**config.mk**
```make
export PLATFORM = sky130hd
export DESIGN_NAME = i2c_master_top
export DESIGN_NICKNAME = d
export VERILOG_FILES = /design/src/design/i2c_master_pkg.sv /design/src/design/i2c_byte_shifter.sv /design/src/design/i2c_master_top.sv /design/src/design/i2c_scl_gen.sv /design/src/design/i2c_sequencer.sv
export SDC_FILE = /design/constraint.sdc
export NUM_CORES = 1
export LEC_CHECK = 0
export BUFFER_PORTS_ARGS = -buffer_cell sky130_fd_sc_hd__buf_2
export CORE_MARGIN = 5
export CORE_UTILIZATION = 50
export CTS_BUF_LIST = sky130_fd_sc_hd__clkbuf_4
export DETAILED_ROUTE_END_ITERATION = 8
export PLACE_DENSITY = 0.71
export SYNTH_ARGS = -nofsm -noshare
export SYNTH_HDL_FRONTEND = slang
export SYNTH_SLANG_ARGS = --single-unit
```
**constraint.sdc**
```tcl
create_clock -name clk -period 4.95 [get_ports clk]
set_input_delay 0.2475 -clock clk [delete_from_list [all_inputs] [get_ports clk]]
set_output_delay 0.2475 -clock clk [all_outputs]
set_load 0.005 [all_outputs]
```
**src/design/i2c_master_pkg.sv**
```systemverilog
package i2c_master_pkg;

    // one byte as it travels on SDA.
    typedef logic [7:0] byte_t;

    // 7-bit target address.
    typedef logic [6:0] addr_t;

    // number of data bytes in one write transfer.
    typedef logic [7:0] len_t;

    // half period of SCL, counted in clk cycles minus one.
    typedef logic [15:0] presc_t;

    localparam int unsigned BITS_PER_BYTE = 8;

    // read/write bit that follows the address, 0 selects a write.
    localparam logic WRITE_BIT = 1'b0;

    // bus phases of one transfer. The sequencer steps through them and the
    // shifter reads them to know what to drive on SDA.
    typedef enum logic [2:0] {
        // bus released, waiting for start_i.
        PH_IDLE,
        // SDA pulled low while SCL is high.
        PH_START,
        // address and write bit shifted out.
        PH_ADDR,
        // waiting for the SCL fall that ends the address acknowledge.
        PH_ADDR_ACK,
        // data byte shifted out.
        PH_WRITE,
        // waiting for the SCL fall that ends the data acknowledge.
        PH_WRITE_ACK,
        // SDA held low until SCL rises, then released.
        PH_STOP,
        // target answered NACK, bus released until reset.
        PH_ERROR
    } phase_e;

endpackage

```
**src/design/i2c_byte_shifter.sv**
```systemverilog
`timescale 1ns/1ps

module i2c_byte_shifter (
    input  logic                   clk,
    input  logic                   rst,
    input  i2c_master_pkg::phase_e phase_i,
    input  logic                   scl_rise_i,
    input  logic                   scl_fall_i,
    input  i2c_master_pkg::addr_t  addr_i,
    input  i2c_master_pkg::byte_t  data_i,
    input  logic                   sda_i,
    output logic                   sda_o,
    output logic                   byte_done_o,
    output logic                   ack_nack_o
);

    import i2c_master_pkg::*;

    addr_t      addr_q;
    byte_t      shreg;
    logic [3:0] bit_cnt;
    logic       ack_q;
    logic       in_byte;
    logic       in_ack;
    logic       load;

    assign in_byte = (phase_i == PH_ADDR) || (phase_i == PH_WRITE);
    assign in_ack  = (phase_i == PH_ADDR_ACK) || (phase_i == PH_WRITE_ACK);

    // Loads happen on the SCL fall that leaves the start or an acknowledged slot.
    assign load = scl_fall_i && ((phase_i == PH_START) || (in_ack && !ack_q));

    // address is followed while idle and frozen once the transfer starts.
    always_ff @(posedge clk) begin
        if (phase_i == PH_IDLE) begin
            addr_q <= addr_i;
        end
    end

    always_ff @(posedge clk) begin
        if (load) begin
            shreg <= (phase_i == PH_START) ? {addr_q, WRITE_BIT} : data_i;
        end else if (scl_fall_i && in_byte && bit_cnt < 4'(BITS_PER_BYTE)) begin
            shreg <= {shreg[6:0], 1'b0};
        end
    end

    // bit_cnt holds the number of the bit on the line, 9 is the acknowledge slot.
    always_ff @(posedge clk) begin
        if (!rst) begin
            bit_cnt <= '0;
            ack_q   <= 1'b0;
        end else begin
            if (phase_i == PH_IDLE) begin
                bit_cnt <= '0;
            end else if (load) begin
                bit_cnt <= 4'd1;
            end else if (scl_fall_i && in_byte && bit_cnt <= 4'(BITS_PER_BYTE)) begin
                bit_cnt <= bit_cnt + 1'b1;
            end
            if (byte_done_o) begin
                ack_q <= sda_i;
            end
        end
    end

    assign byte_done_o = in_byte && scl_rise_i && (bit_cnt == 4'(BITS_PER_BYTE + 1));
    assign ack_nack_o  = ack_q;

    always_comb begin
        case (phase_i)
            PH_START, PH_STOP: sda_o = 1'b0;
            PH_ADDR, PH_WRITE: sda_o = (bit_cnt > 4'(BITS_PER_BYTE)) ? 1'b1 : shreg[7];
            default:           sda_o = 1'b1;
        endcase
    end

    a_bit_cnt_range: assert property (
        @(posedge clk) disable iff (!rst)
        bit_cnt <= 4'(BITS_PER_BYTE + 1)
    );

endmodule

```
**src/design/i2c_master_top.sv**
```systemverilog
`timescale 1ns/1ps

module i2c_master_top (
    input  logic                   clk,
    input  logic                   rst,
    input  logic                   start_i,
    input  i2c_master_pkg::addr_t  addr_i,
    input  i2c_master_pkg::byte_t  data_i,
    input  i2c_master_pkg::len_t   data_len_i,
    input  i2c_master_pkg::presc_t prescaler_i,
    input  logic                   sda_i,
    output logic                   scl_o,
    output logic                   sda_o,
    output logic                   byte_taken_o,
    output logic                   valid_o,
    output logic                   error_o
);

    import i2c_master_pkg::*;

    logic   scl_en;
    logic   scl_rise;
    logic   scl_fall;
    logic   byte_done;
    logic   ack_nack;
    phase_e phase;

    i2c_scl_gen u_scl_gen (
        .clk         (clk),
        .rst         (rst),
        .scl_en_i    (scl_en),
        .prescaler_i (prescaler_i),
        .scl_o       (scl_o),
        .scl_rise_o  (scl_rise),
        .scl_fall_o  (scl_fall)
    );

    i2c_sequencer u_sequencer (
        .clk          (clk),
        .rst          (rst),
        .start_i      (start_i),
        .data_len_i   (data_len_i),
        .scl_rise_i   (scl_rise),
        .scl_fall_i   (scl_fall),
        .byte_done_i  (byte_done),
        .ack_nack_i   (ack_nack),
        .scl_en_o     (scl_en),
        .phase_o      (phase),
        .byte_taken_o (byte_taken_o),
        .valid_o      (valid_o),
        .error_o      (error_o)
    );

    i2c_byte_shifter u_byte_shifter (
        .clk         (clk),
        .rst         (rst),
        .phase_i     (phase),
        .scl_rise_i  (scl_rise),
        .scl_fall_i  (scl_fall),
        .addr_i      (addr_i),
        .data_i      (data_i),
        .sda_i       (sda_i),
        .sda_o       (sda_o),
        .byte_done_o (byte_done),
        .ack_nack_o  (ack_nack)
    );

endmodule

```
**src/design/i2c_scl_gen.sv**
```systemverilog
`timescale 1ns/1ps

module i2c_scl_gen (
    input  logic                   clk,
    input  logic                   rst,
    input  logic                   scl_en_i,
    input  i2c_master_pkg::presc_t prescaler_i,
    output logic                   scl_o,
    output logic                   scl_rise_o,
    output logic                   scl_fall_o
);

    import i2c_master_pkg::*;

    presc_t presc_q;
    presc_t half_cnt;
    logic   scl_q;
    logic   rise_q;
    logic   fall_q;

    // the divider is taken while the clock is stopped, so the last value
    // seen before a transfer is the one used for all of it.
    always_ff @(posedge clk) begin
        if (!scl_en_i) begin
            presc_q <= prescaler_i;
        end
    end

    always_ff @(posedge clk) begin
        if (!rst) begin
            half_cnt <= '0;
            scl_q    <= 1'b1;
            rise_q   <= 1'b0;
            fall_q   <= 1'b0;
        end else if (!scl_en_i) begin
            half_cnt <= '0;
            scl_q    <= 1'b1;
            rise_q   <= 1'b0;
            fall_q   <= 1'b0;
        end else if (half_cnt == presc_q) begin
            // end of a half period.
            half_cnt <= '0;
            scl_q    <= ~scl_q;
            rise_q   <= ~scl_q;
            fall_q   <= scl_q;
        end else begin
            half_cnt <= half_cnt + 1'b1;
            rise_q   <= 1'b0;
            fall_q   <= 1'b0;
        end
    end

    assign scl_o      = scl_q;
    assign scl_rise_o = rise_q;
    assign scl_fall_o = fall_q;

    // The strobes mark the cycle in which scl has just changed.
    a_edges_exclusive: assert property (
        @(posedge clk) disable iff (!rst)
        !(scl_rise_o && scl_fall_o)
    );

endmodule

```
**src/design/i2c_sequencer.sv**
```systemverilog
`timescale 1ns/1ps

module i2c_sequencer (
    input  logic                   clk,
    input  logic                   rst,
    input  logic                   start_i,
    input  i2c_master_pkg::len_t   data_len_i,
    input  logic                   scl_rise_i,
    input  logic                   scl_fall_i,
    input  logic                   byte_done_i,
    input  logic                   ack_nack_i,
    output logic                   scl_en_o,
    output i2c_master_pkg::phase_e phase_o,
    output logic                   byte_taken_o,
    output logic                   valid_o,
    output logic                   error_o
);

    import i2c_master_pkg::*;

    phase_e phase_q;
    phase_e phase_d;
    len_t   bytes_left;
    logic   valid_q;
    logic   accept;
    logic   load_byte;
    logic   more_bytes;

    assign accept     = (phase_q == PH_IDLE) && start_i;
    assign more_bytes = (bytes_left != '0);

    // a data byte is taken at the SCL fall that closes an acknowledged slot,
    // unless the count says the transfer is over.
    always_comb begin
        load_byte = 1'b0;
        if (scl_fall_i && !ack_nack_i) begin
            if (phase_q == PH_ADDR_ACK) begin
                load_byte = 1'b1;
            end else if (phase_q == PH_WRITE_ACK && more_bytes) begin
                load_byte = 1'b1;
            end
        end
    end

    always_comb begin
        phase_d = phase_q;
        case (phase_q)
            PH_IDLE: begin
                if (start_i) begin
                    phase_d = PH_START;
                end
            end
            PH_START: begin
                if (scl_fall_i) begin
                    phase_d = PH_ADDR;
                end
            end
            PH_ADDR: begin
                if (byte_done_i) begin
                    phase_d = PH_ADDR_ACK;
                end
            end
            PH_ADDR_ACK: begin
                if (scl_fall_i) begin
                    phase_d = ack_nack_i ? PH_ERROR : PH_WRITE;
                end
            end
            PH_WRITE: begin
                if (byte_done_i) begin
                    phase_d = PH_WRITE_ACK;
                end
            end
            PH_WRITE_ACK: begin
                if (scl_fall_i) begin
                    if (ack_nack_i) begin
                        phase_d = PH_ERROR;
                    end else if (more_bytes) begin
                        phase_d = PH_WRITE;
                    end else begin
                        phase_d = PH_STOP;
                    end
                end
            end
            PH_STOP: begin
                // SDA is released once SCL is back high.
                if (scl_rise_i) begin
                    phase_d = PH_IDLE;
                end
            end
            default: begin
                phase_d = PH_ERROR;
            end
        endcase
    end

    always_ff @(posedge clk) begin
        if (!rst) begin
            phase_q    <= PH_IDLE;
            bytes_left <= '0;
            valid_q    <= 1'b0;
        end else begin
            phase_q <= phase_d;
            if (accept) begin
                bytes_left <= data_len_i;
            end else if (load_byte) begin
                bytes_left <= bytes_left - 1'b1;
            end
            if (accept) begin
                valid_q <= 1'b0;
            end else if (phase_q == PH_STOP && scl_rise_i) begin
                valid_q <= 1'b1;
            end
        end
    end

    // the bus clock runs for every phase of a transfer and stops in idle and error.
    assign scl_en_o     = (phase_q != PH_IDLE) && (phase_q != PH_ERROR);
    assign phase_o      = phase_q;
    assign byte_taken_o = load_byte;
    assign valid_o      = valid_q;
    assign error_o      = (phase_q == PH_ERROR);

    a_len_nonzero: assert property (
        @(posedge clk) disable iff (!rst)
        accept |-> (data_len_i != '0)
    );

    a_flags_exclusive: assert property (
        @(posedge clk) disable iff (!rst)
        !(valid_o && error_o)
    );

endmodule

```
==> flow_summary.toml, run 1 <==
[clock_network]
insertion_delay_ns = 0.40
ctsResizeCount = 0
cts_tree = "done"
hold_buffers = 18
clkTransAtPathRegs_ns = 0.10
numCtsBuffers = 9
cts_sinks = 67
postCtsSetupBuffers = 0
clockRootBuffer = "clkbuf_4"
cts_max_path_buffers = 2
htreeDepth = 3

[run_status]
status = "completed"

[global_route]
grt_pass1_vias = 2156
grt_pass1_wl_um = 9670
track_usage_pct = 14.6
grt_overflow_total = 0
grt_max_degree = 19
antenna_found_initial = 0

[floorplanning]
fp.dieW_um = 89.9
design.core.area_sq_mm = 0.00628
start_util_pct = 50.8
std_cell_rows = 29
ios = 48
dieArea_sq_mm = 0.00808
die_h_um = 89.9

[finish]
fillers = 541
n_antenna_cell = 0
area_delta_synth_final_pct = 19.4
drive_above_1_share_pct = 20.4
regArea_sq_mm = 0.00165
multi_input_area_sq_mm = 0.00143
fin_nets = 416

[timing]
max_slew_margin_pct = 31.4
timing.final.crit_share_pct = 48.4
rsz0062_at_grt = "false"
hold_violations = 0
tightest_slew_ns = 1.02
fmax_ghz = 0.417
final-setup-viol-count = 0
clock_skew_ns = 0.0108
period_needed_ns = 2.40
drv_slew = 0
finalSetupTns_ns = 0

[setup_path]
worst-endpoint-required_ns = 4.97
path_class = "reg2reg"
cpPeakStageDelay_ns = 0.79
path_cells = "xnor2_1 > nor2_1 > nand2_1 > o21ai_0"
critPathArrivalTime_ns = 2.42
reg2reg_depth = 4
r2r_slack_ns = 2.55
crit_path_top_delay_cell = "o21ai_0"
start_kind = "flip-flop"
worstReg2RegStart = "u_sequencer.phase_o[1]"
critPathCaptureType = "flip-flop"
r2r_end = "u_byte_shifter.shreg[6]"
crit_path_max_fanout = 15

[power]
leakage_nw = 1.38
sw_frac_of_total_pct = 28.1
p_clk_share_pct = 28.2
combPwrFrac_pct = 19.6
ir_drop_v = 0.000231
p_int_w = 0.000993
pwr-share-seq_pct = 52.2
p_switching_w = 0.000388
totalPowerFinal_w = 0.00138
powerDensity_mw_per_mm2 = 362

[synth]
avgSynthCellArea_sq_um = 10.7
synthCells = 299
yosysWarnings = 0
syn_nets = 348
synthTopCellsByCount = "dfxtp_1, xnor2_1, edfxtp_1"
yosys.area.top_type_share_pct = 29.2
async_reset_ff_share_pct = 0
synth-edff-count = 31
ys_top_cells_by_area = "edfxtp_1, dfxtp_1, xnor2_1"
yosysUniqueCellTypes = 49
synth_top_area_cell = "edfxtp_1"
synth-seq-cells = 67
seq_area_frac_synth_pct = 51.7
syn_area_sq_mm = 0.00319
synth_most_common_cell = "dfxtp_1"
synth_flop_cell = "dfxtp_1"

[routing]
num_vias = 2264
drc = 0
routedWlPerCell_um = 12.5
ant_nets = 0
first_iter_violations = 144
first_pass_iters = 4
wirelength_um = 5620
viasPerCell = 5.04

[min_path]
holdCritStartpoint = "addr_i[4]"
hold_path_end = "u_byte_shifter.addr_q[4]"
hold_path.class = "in2reg"
holdPathStages = 1

[placed_design]
port_buffers = 47
hpwl_um = 4090
place_congestion = 0.818

[job]
drv_cap = 0
[routing by layer]
layer | vias up | GRT usage, % | part of all wire (%)
met5 | - | 0 | 0
met4 | 0 | 6.33 | 2.0
met3 | 9 | 4.51 | 5.3
met2 | 44 | 21.7 | 45
met1 | 1016 | 19.5 | 48
li1 | 1195 | - | -
[registers in the layout, indices dropped and copies added (netlist names), named ones only]
name                       flops
u_scl_gen.half_cnt            16
u_scl_gen.presc_q             16
u_byte_shifter.shreg           8
u_sequencer.bytes_left         8
u_byte_shifter.addr_q          7
u_byte_shifter.bit_cnt         4
u_sequencer.phase_o            2
u_byte_shifter.ack_nack_o      1
u_scl_gen.scl_fall_o           1
u_scl_gen.scl_o                1
u_scl_gen.scl_rise_o           1
u_sequencer.valid_o            1
[placed cells by master, fill, tap and decap left out, drive strengths merged, types with 2 or more instances in the layout]
cell type    Yosys  routed
a211oi           2       2
a21oi           15      15
a31oi            2       2
and3             6       6
buf              6      48
bufinv           0       2
clkbuf           4      10
clkinv           0       3
dfxtp           36      36
dlygate4sd3      0      19
edfxtp          31      31
ha               6       6
inv             12      12
maj3             2       2
mux2i            9       9
nand2           25      25
nand2b           3       3
nand3            8       8
nand4            7       7
nor2            29      29
nor2b            3       3
nor3            12      12
nor3b            2       2
nor4             4       4
o21ai           16      16
o31ai            2       2
or3              4       4
xnor2           33      33
xor2             7       7
[worst max-delay path, delay by kind of cell (launching register included)]
| kind | cells | cell delay [ns] |
|---|---|---|
| flops | 1 | 0.71 |
| compound gates | 1 | 0.79 |
| xor+xnor | 1 | 0.24 |
| simple gates | 2 | 0.27 |
[cell families (layout without fill, tap and decap cells)]
group	after synthesis	in the layout	share of synthesized area, %
fa+ha+maj	8	8	2.98
xor+xnor	40	40	11.6
simple gates	110	110	18.5
flops	67	67	51.7
compound gates	43	43	8.90
buf+inv	22	95	3.45
mux	9	9	2.82
[cell type report]
type,instances,area share (%)
clock buffers,10,1.97
flip-flops and latches,67,43.3
multi-input cells,210,37.5
well taps,77,2.53
clock inverters,6,2.10
inverters,12,1.18
repair buffers,67,11.4
[per-stage QoR]
step                util (%)  hold slack (ns)  setup WS (ns)  area (sq um)  instances
finish                  60.7           0.0210           2.55          3810        449
global route            60.7          0.00695           2.24          3810        449
CTS                     60.6          0.00287           2.54          3800        448
detailed placement      55.2            0.426           2.54          3470        414
global placement        55.2            0.424           2.64          3470        414
floorplan                  -            0.346           2.82          3190        299
[how the worst max path moves through the flow]
stage                           startpoint                       to  slack [ns]  cells past startpoint
floorplan           u_sequencer.phase_o[0]     u_scl_gen.presc_q[0]        2.82                      3
global placement    u_sequencer.phase_o[1]  u_byte_shifter.shreg[3]        2.64                      4
detailed placement  u_sequencer.phase_o[1]  u_byte_shifter.shreg[2]        2.54                      4
CTS                 u_sequencer.phase_o[1]  u_byte_shifter.shreg[7]        2.54                      4
global route        u_sequencer.phase_o[1]  u_byte_shifter.shreg[6]        2.24                      4
finish              u_sequencer.phase_o[1]  u_byte_shifter.shreg[6]        2.55                      4
[power groups by stage]
stage / clock network (W) / logic [W] / registers (W)
after floorplan: 0 / 0.000222 / 0.000713
after global placement: 0 / 0.000257 / 0.000732
after detailed placement: 0 / 0.000264 / 0.000735
after CTS: 0.000402 / 0.000276 / 0.000722
after global routing: 0.000423 / 0.000304 / 0.000731
final: 0.000389 / 0.000271 / 0.000721
No activity file was read; power rests on OpenSTA's default activity.
==> inputs of run 2 (changes only) <==
clock period = 2.5 ns   (was 4.95 ns; I/O delays follow)
==> run 2 against run 1 <==
Routed wire length grew 9.9%. Global-route usage grew 1.8 points. Cell count grew 3.3%. Sequential share of layout area shrank 1.3 points. Combinational power grew 120%. First-iteration DRC count grew 10%. Critical path depth grew 3. Die area is the same. Largest cell class unchanged. Total power grew 95%. Design area grew 3.0%. Critical path type is now reg2out. Worst hold slack gained 0.0023 ns. Clock skew grew 0.0068 ns.
==> flow_summary.toml, run 2 (synthesis results as in run 1) <==
[run_status]
status = "completed"

[clock_network]
htreeDepth = 3
cts_max_path_buffers = 2
clkTransAtPathRegs_ns = 0.11
clockRootBuffer = "clkbuf_4"
cts_sinks = 67
insertion_delay_ns = 0.40
numCtsBuffers = 9
postCtsSetupBuffers = 0
cts_tree = "done"

[finish]
fin_nets = 431
fin_util_pct = 62.5
n_antenna_cell = 0
layout_common_cells = "buf_2, dfxtp_1, xnor2_1"
final_cells = 464
fin_area_sq_mm = 0.00393
drive_above_1_share_pct = 20.9
area_delta_synth_final_pct = 23.0
reg_top3 = "u_scl_gen.half_cnt x16, u_scl_gen.presc_q x16"
layout_commonest_cell = "buf_2"

[routing]
wirelength_um = 6180
ant_nets = 0
wl_met2_um = 2940
first_pass_iters = 4
first_iter_violations = 159
routedWlPerCell_um = 13.3
top_layer = "met4"
viasPerCell = 5.07
drc = 0
wl_met3_um = 273
num_vias = 2353
m1WireLength_um = 2890

[setup_path]
path_class = "reg2out"
crit_path_max_fanout = 6
start_kind = "flip-flop"
critPathCaptureType = "primary output"
reg2reg_depth = 3
critPathTopFamily = "adder cells"
crit_buf_inv = 2
path_cells = "inv_1 > ha_1 > nand2b_1 > a21oi_1 > maj3_1 > a21oi_1 > buf_2"
crit_cells = 7
crit_path_top_delay_cell = "dfxtp_1"
critPathArrivalTime_ns = 1.97
worst-endpoint-required_ns = 2.38
cpPeakStageDelay_ns = 0.43
cpMostUsedCell = "a21oi_1"

[min_path]
hold_path.class = "in2reg"
holdPathStages = 3

[power]
leakage_nw = 1.44
powerDensity_mw_per_mm2 = 687
ir_drop_v = 0.000511

[job]
drv_cap = 0

[floorplanning]
die_h_um = 89.9
std_cell_rows = 29
design.core.area_sq_mm = 0.00628
start_util_pct = 50.8
ios = 48
dieArea_sq_mm = 0.00808
fp.dieW_um = 89.9

[global_route]
grt_max_degree = 19
track_usage_pct = 16.4
grt_overflow_total = 0
grt_pass1_wl_um = 10900
antenna_found_initial = 0
grt_pass1_vias = 2316

[placed_design]
place_ws_ns = 0.453
postPlaceCellArea_sq_mm = 0.00350
place_congestion = 0.874
dp_cells = 419
hpwl_um = 4320
port_buffers = 47

[timing]
final-setup-viol-count = 0
hold_violations = 0
period_needed_ns = 2.09
finalSetupTns_ns = 0
rsz0062_at_grt = "false"
drv_slew = 0
timing.final.crit_share_pct = 83.8
fmax_ghz = 0.478
worst_slack_ns = 0.406
clock_skew_ns = 0.0176
tightest_slew_ns = 0.965
max_slew_margin_pct = 35.0
run 2: path summary, 6_finish.rpt:
path	start	end	slack [ns]
max reg2reg	u_sequencer.phase_o[1]	u_byte_shifter.shreg[6]	0.45
min reg2reg	u_scl_gen.scl_o	u_scl_gen.scl_rise_o	0.48
max	u_byte_shifter.bit_cnt[0]	sda_o	0.41
min	data_len_i[4]	u_sequencer.bytes_left[4]	0.02
run 2: layout make-up:
cell class	count	area (sq um)
Clock buffer	10	75.1
Clock inverter	6	56.3
Fill cell	523	2350
Inverter	12	45.0
Multi-Input combinational cell	210	1430
Sequential cell	67	1650
Tap cell	77	96.3
Timing Repair Buffer	82	571
run 2: per-layer routing:
metal	up-vias	GRT usage [%]
met1	1080	21.6
met2	40	25.7
li1	1226	-
met5	-	0
met4	0	5.21
met3	7	5.01
run 2: power breakdown:
part	switching, W	internal (W)
clock network	0.000378	0.000309
registers	0.0000978	0.00132
logic	0.000321	0.000270
total	0.000797	0.00190
run 2: tightest hold or removal path, delay by kind of cell:
kind,cells,cell delay (ns)
AO/OA/AOI/OAI,2,0.19
buffers and inverters,1,0.07
run 2: metrics by stage:
stage,hold WS (ns),power (W)
floorplan,0.224,0.00185
global placement,0.301,0.00199
detailed placement,0.303,0.00201
CTS,0.00113,0.00272
global route,0.00402,0.00286
finish,0.0233,0.00270
run 2: what timing repair did:
| action | 4_1_cts | 5_1_grt |
|---|---|---|
| resized for setup | 0 | 0 |
| hold buffers | 28 | 1 |
| hold endpoints to repair | 28 | 1 |
==> inputs of run 3 (changes only) <==
ABC_AREA = 1   (was default)
clock period = 2.19 ns   (was 2.5 ns; I/O delays follow)
==> run 3 against run 2 <==
Core utilization shrank 0.99 points. Global-route usage grew 1.1 points. Sequential share of layout area shrank 2.4 points. Synthesized cell count grew 36%.
==> flow_summary.toml, run 3 <==
[clock_network]
postCtsSetupBuffers = 0
htreeDepth = 3
cts_sinks = 67
numCtsBuffers = 9
cts_tree = "done"
clockRootBuffer = "clkbuf_4"
cts_max_path_buffers = 2
insertion_delay_ns = 0.42
clkTransAtPathRegs_ns = 0.12

[setup_path]
path_class = "reg2reg"
crit_path_max_fanout = 21
crit_buf_inv = 4
start_kind = "flip-flop"
critPathTopFamily = "simple AND/OR/NAND/NOR gates"
path_cells = "inv_2 > buf_4 > nand2_2 > inv_2 > nand2_2 > inv_2 > nand2_1 > o21ai_1 > a21oi_1 > nor2_1"
cpPeakStageDelay_ns = 0.50
worst-endpoint-required_ns = 2.51
critPathArrivalTime_ns = 2.24
cpMostUsedCell = "inv_2"
crit_path_top_delay_cell = "dfxtp_1"
critPathCaptureType = "flip-flop"

[placed_design]
dp_cells = 531
hpwl_um = 4850
place_congestion = 0.854
port_buffers = 47

[routing]
viasPerCell = 4.86
num_vias = 2805
first_pass_iters = 5
drc = 0
first_iter_violations = 104
routedWlPerCell_um = 11.9
wirelength_um = 6870
ant_nets = 0

[power]
powerDensity_mw_per_mm2 = 964
ir_drop_v = 0.000479
leakage_nw = 1.81

[global_route]
grt_pass1_wl_um = 11900
track_usage_pct = 17.5
antenna_found_initial = 0
grt_max_degree = 22
grt_pass1_vias = 2703
grt_overflow_total = 0

[timing]
drv_slew = 0
fmax_ghz = 0.520
max_slew_margin_pct = 51.9
finalSetupTns_ns = 0
timing.final.crit_share_pct = 87.8
period_needed_ns = 1.92
final-setup-viol-count = 0
rsz0062_at_grt = "false"
tightest_slew_ns = 0.717
clock_skew_ns = 0.0115
hold_violations = 0
hold_slack_ns = 0.0329

[finish]
fin_util_pct = 61.5
layout_common_cells = "nand2_1, nor2_1, buf_2"
n_antenna_cell = 0
reg_top3 = "u_scl_gen.half_cnt x16, u_scl_gen.presc_q x16"
area_delta_synth_final_pct = 21.1
final_cells = 577
drive_above_1_share_pct = 22.9
layout_commonest_cell = "nand2_1"
fin_nets = 541

[synth]
yosysWarnings = 0
synth-edff-count = 31
synth_fa_ha_area_share_pct = 2.19
synthTopCellsByCount = "nand2_1, nor2_1, dfxtp_1"
syn_area_sq_mm = 0.00343
yosys.area.top_type_share_pct = 27.1
avgSynthCellArea_sq_um = 8.46
yosys-mux-area-fraction_pct = 0
synth-xor-area-share_pct = 7.40
synth_flop_cell = "dfxtp_1"
synth_compound_area_share_pct = 6.63
seq_area_frac_synth_pct = 48.1
synth_simple_gate_area_share_pct = 28.9
synth_top_family_by_area = "simple AND/OR/NAND/NOR gates"
async_reset_ff_share_pct = 0
synth_top_area_cell = "edfxtp_1"
syn_nets = 455
yosysUniqueCellTypes = 33
synth_most_common_cell = "nand2_1"
synth-seq-cells = 67
synthCells = 406
ys_top_cells_by_area = "edfxtp_1, dfxtp_1, nand2_1"

[job]
drv_cap = 0

[floorplanning]
std_cell_rows = 30
design.core.area_sq_mm = 0.00676
die_h_um = 92.9
ios = 48
start_util_pct = 50.8
fp.dieW_um = 92.9
dieArea_sq_mm = 0.00863

[min_path]
hold_path.class = "in2reg"

[run_status]
status = "completed"
-- run 3: stage by stage --
stage,area (sq um),setup slack (ns),total power (W)
2_1_floorplan,3430,0.323,0.00296
6_report,4160,0.267,0.00401
5_1_grt,4160,0.0743,0.00437
4_1_cts,4150,0.0816,0.00403
3_5_place_dp,3740,0.0999,0.00330
3_3_place_gp,3740,0.197,0.00324
-- run 3: per-layer routing --
metal / vias to the layer above / track usage [%] / share of wire (%)
li1: 1484 / - / -
met1: 1243 / 22.2 / 46
met2: 62 / 27.6 / 46
met3: 16 / 4.87 / 5.5
met4: 0 / 7.81 / 2.0
met5: - / 0 / 0
-- run 3: cells by family after synthesis --
logic type,after synthesis
AND/OR/NAND/NOR,220
flip-flops,67
buffers and inverters,50
AO/OA/AOI/OAI,34
XOR/XNOR,29
adder cells (fa/ha/maj),6
-- run 3: path summary, 6_finish.rpt --
path         slack (ns)                        end             startpoint  depth (start not counted)
min reg2reg        0.49      u_scl_gen.half_cnt[0]  u_scl_gen.half_cnt[0]                          1
max                0.27  u_sequencer.bytes_left[4]              flip-flop                         10
min                0.03  u_sequencer.bytes_left[6]          data_len_i[6]                          5
max reg2reg        0.27  u_sequencer.bytes_left[4]              flip-flop                         10
-- run 3: final cells by class --
| cell class | instances | area, sq um |
|---|---|---|
| tap | 80 | 100 |
| fill | 590 | 2600 |
| multi-input combinational | 289 | 1560 |
| inverter | 42 | 160 |
| clock buffer | 9 | 67.6 |
| timing repair buffer | 83 | 581 |
| clock inverter | 7 | 42.5 |
| sequential | 67 | 1650 |
-- run 3: worst register-to-register path: stages, from the launching register on --
cell and delay [ns]:
dfxtp_1 0.50, inv_2 0.06, buf_4 0.16, nand2_2 0.10, inv_2 0.11, nand2_2 0.33
inv_2 0.21, nand2_1 0.11, o21ai_1 0.06, a21oi_1 0.12, nor2_1 0.06
-- run 3: where the power goes --
group          switching (W)  leakage [nW]  internal [W]  total [W]
Combinational        0.00100          1.16      0.000542    0.00154
Clock               0.000467        0.0595      0.000227   0.000694
Sequential          0.000136         0.593       0.00164    0.00177
Total                0.00160          1.81       0.00240    0.00401
-- run 3: what timing repair did --
item,in CTS,in global routing
hold buffers,30,0
hold endpoints to repair,30,0
setup endpoints to repair,0,8
resized for setup,0,1
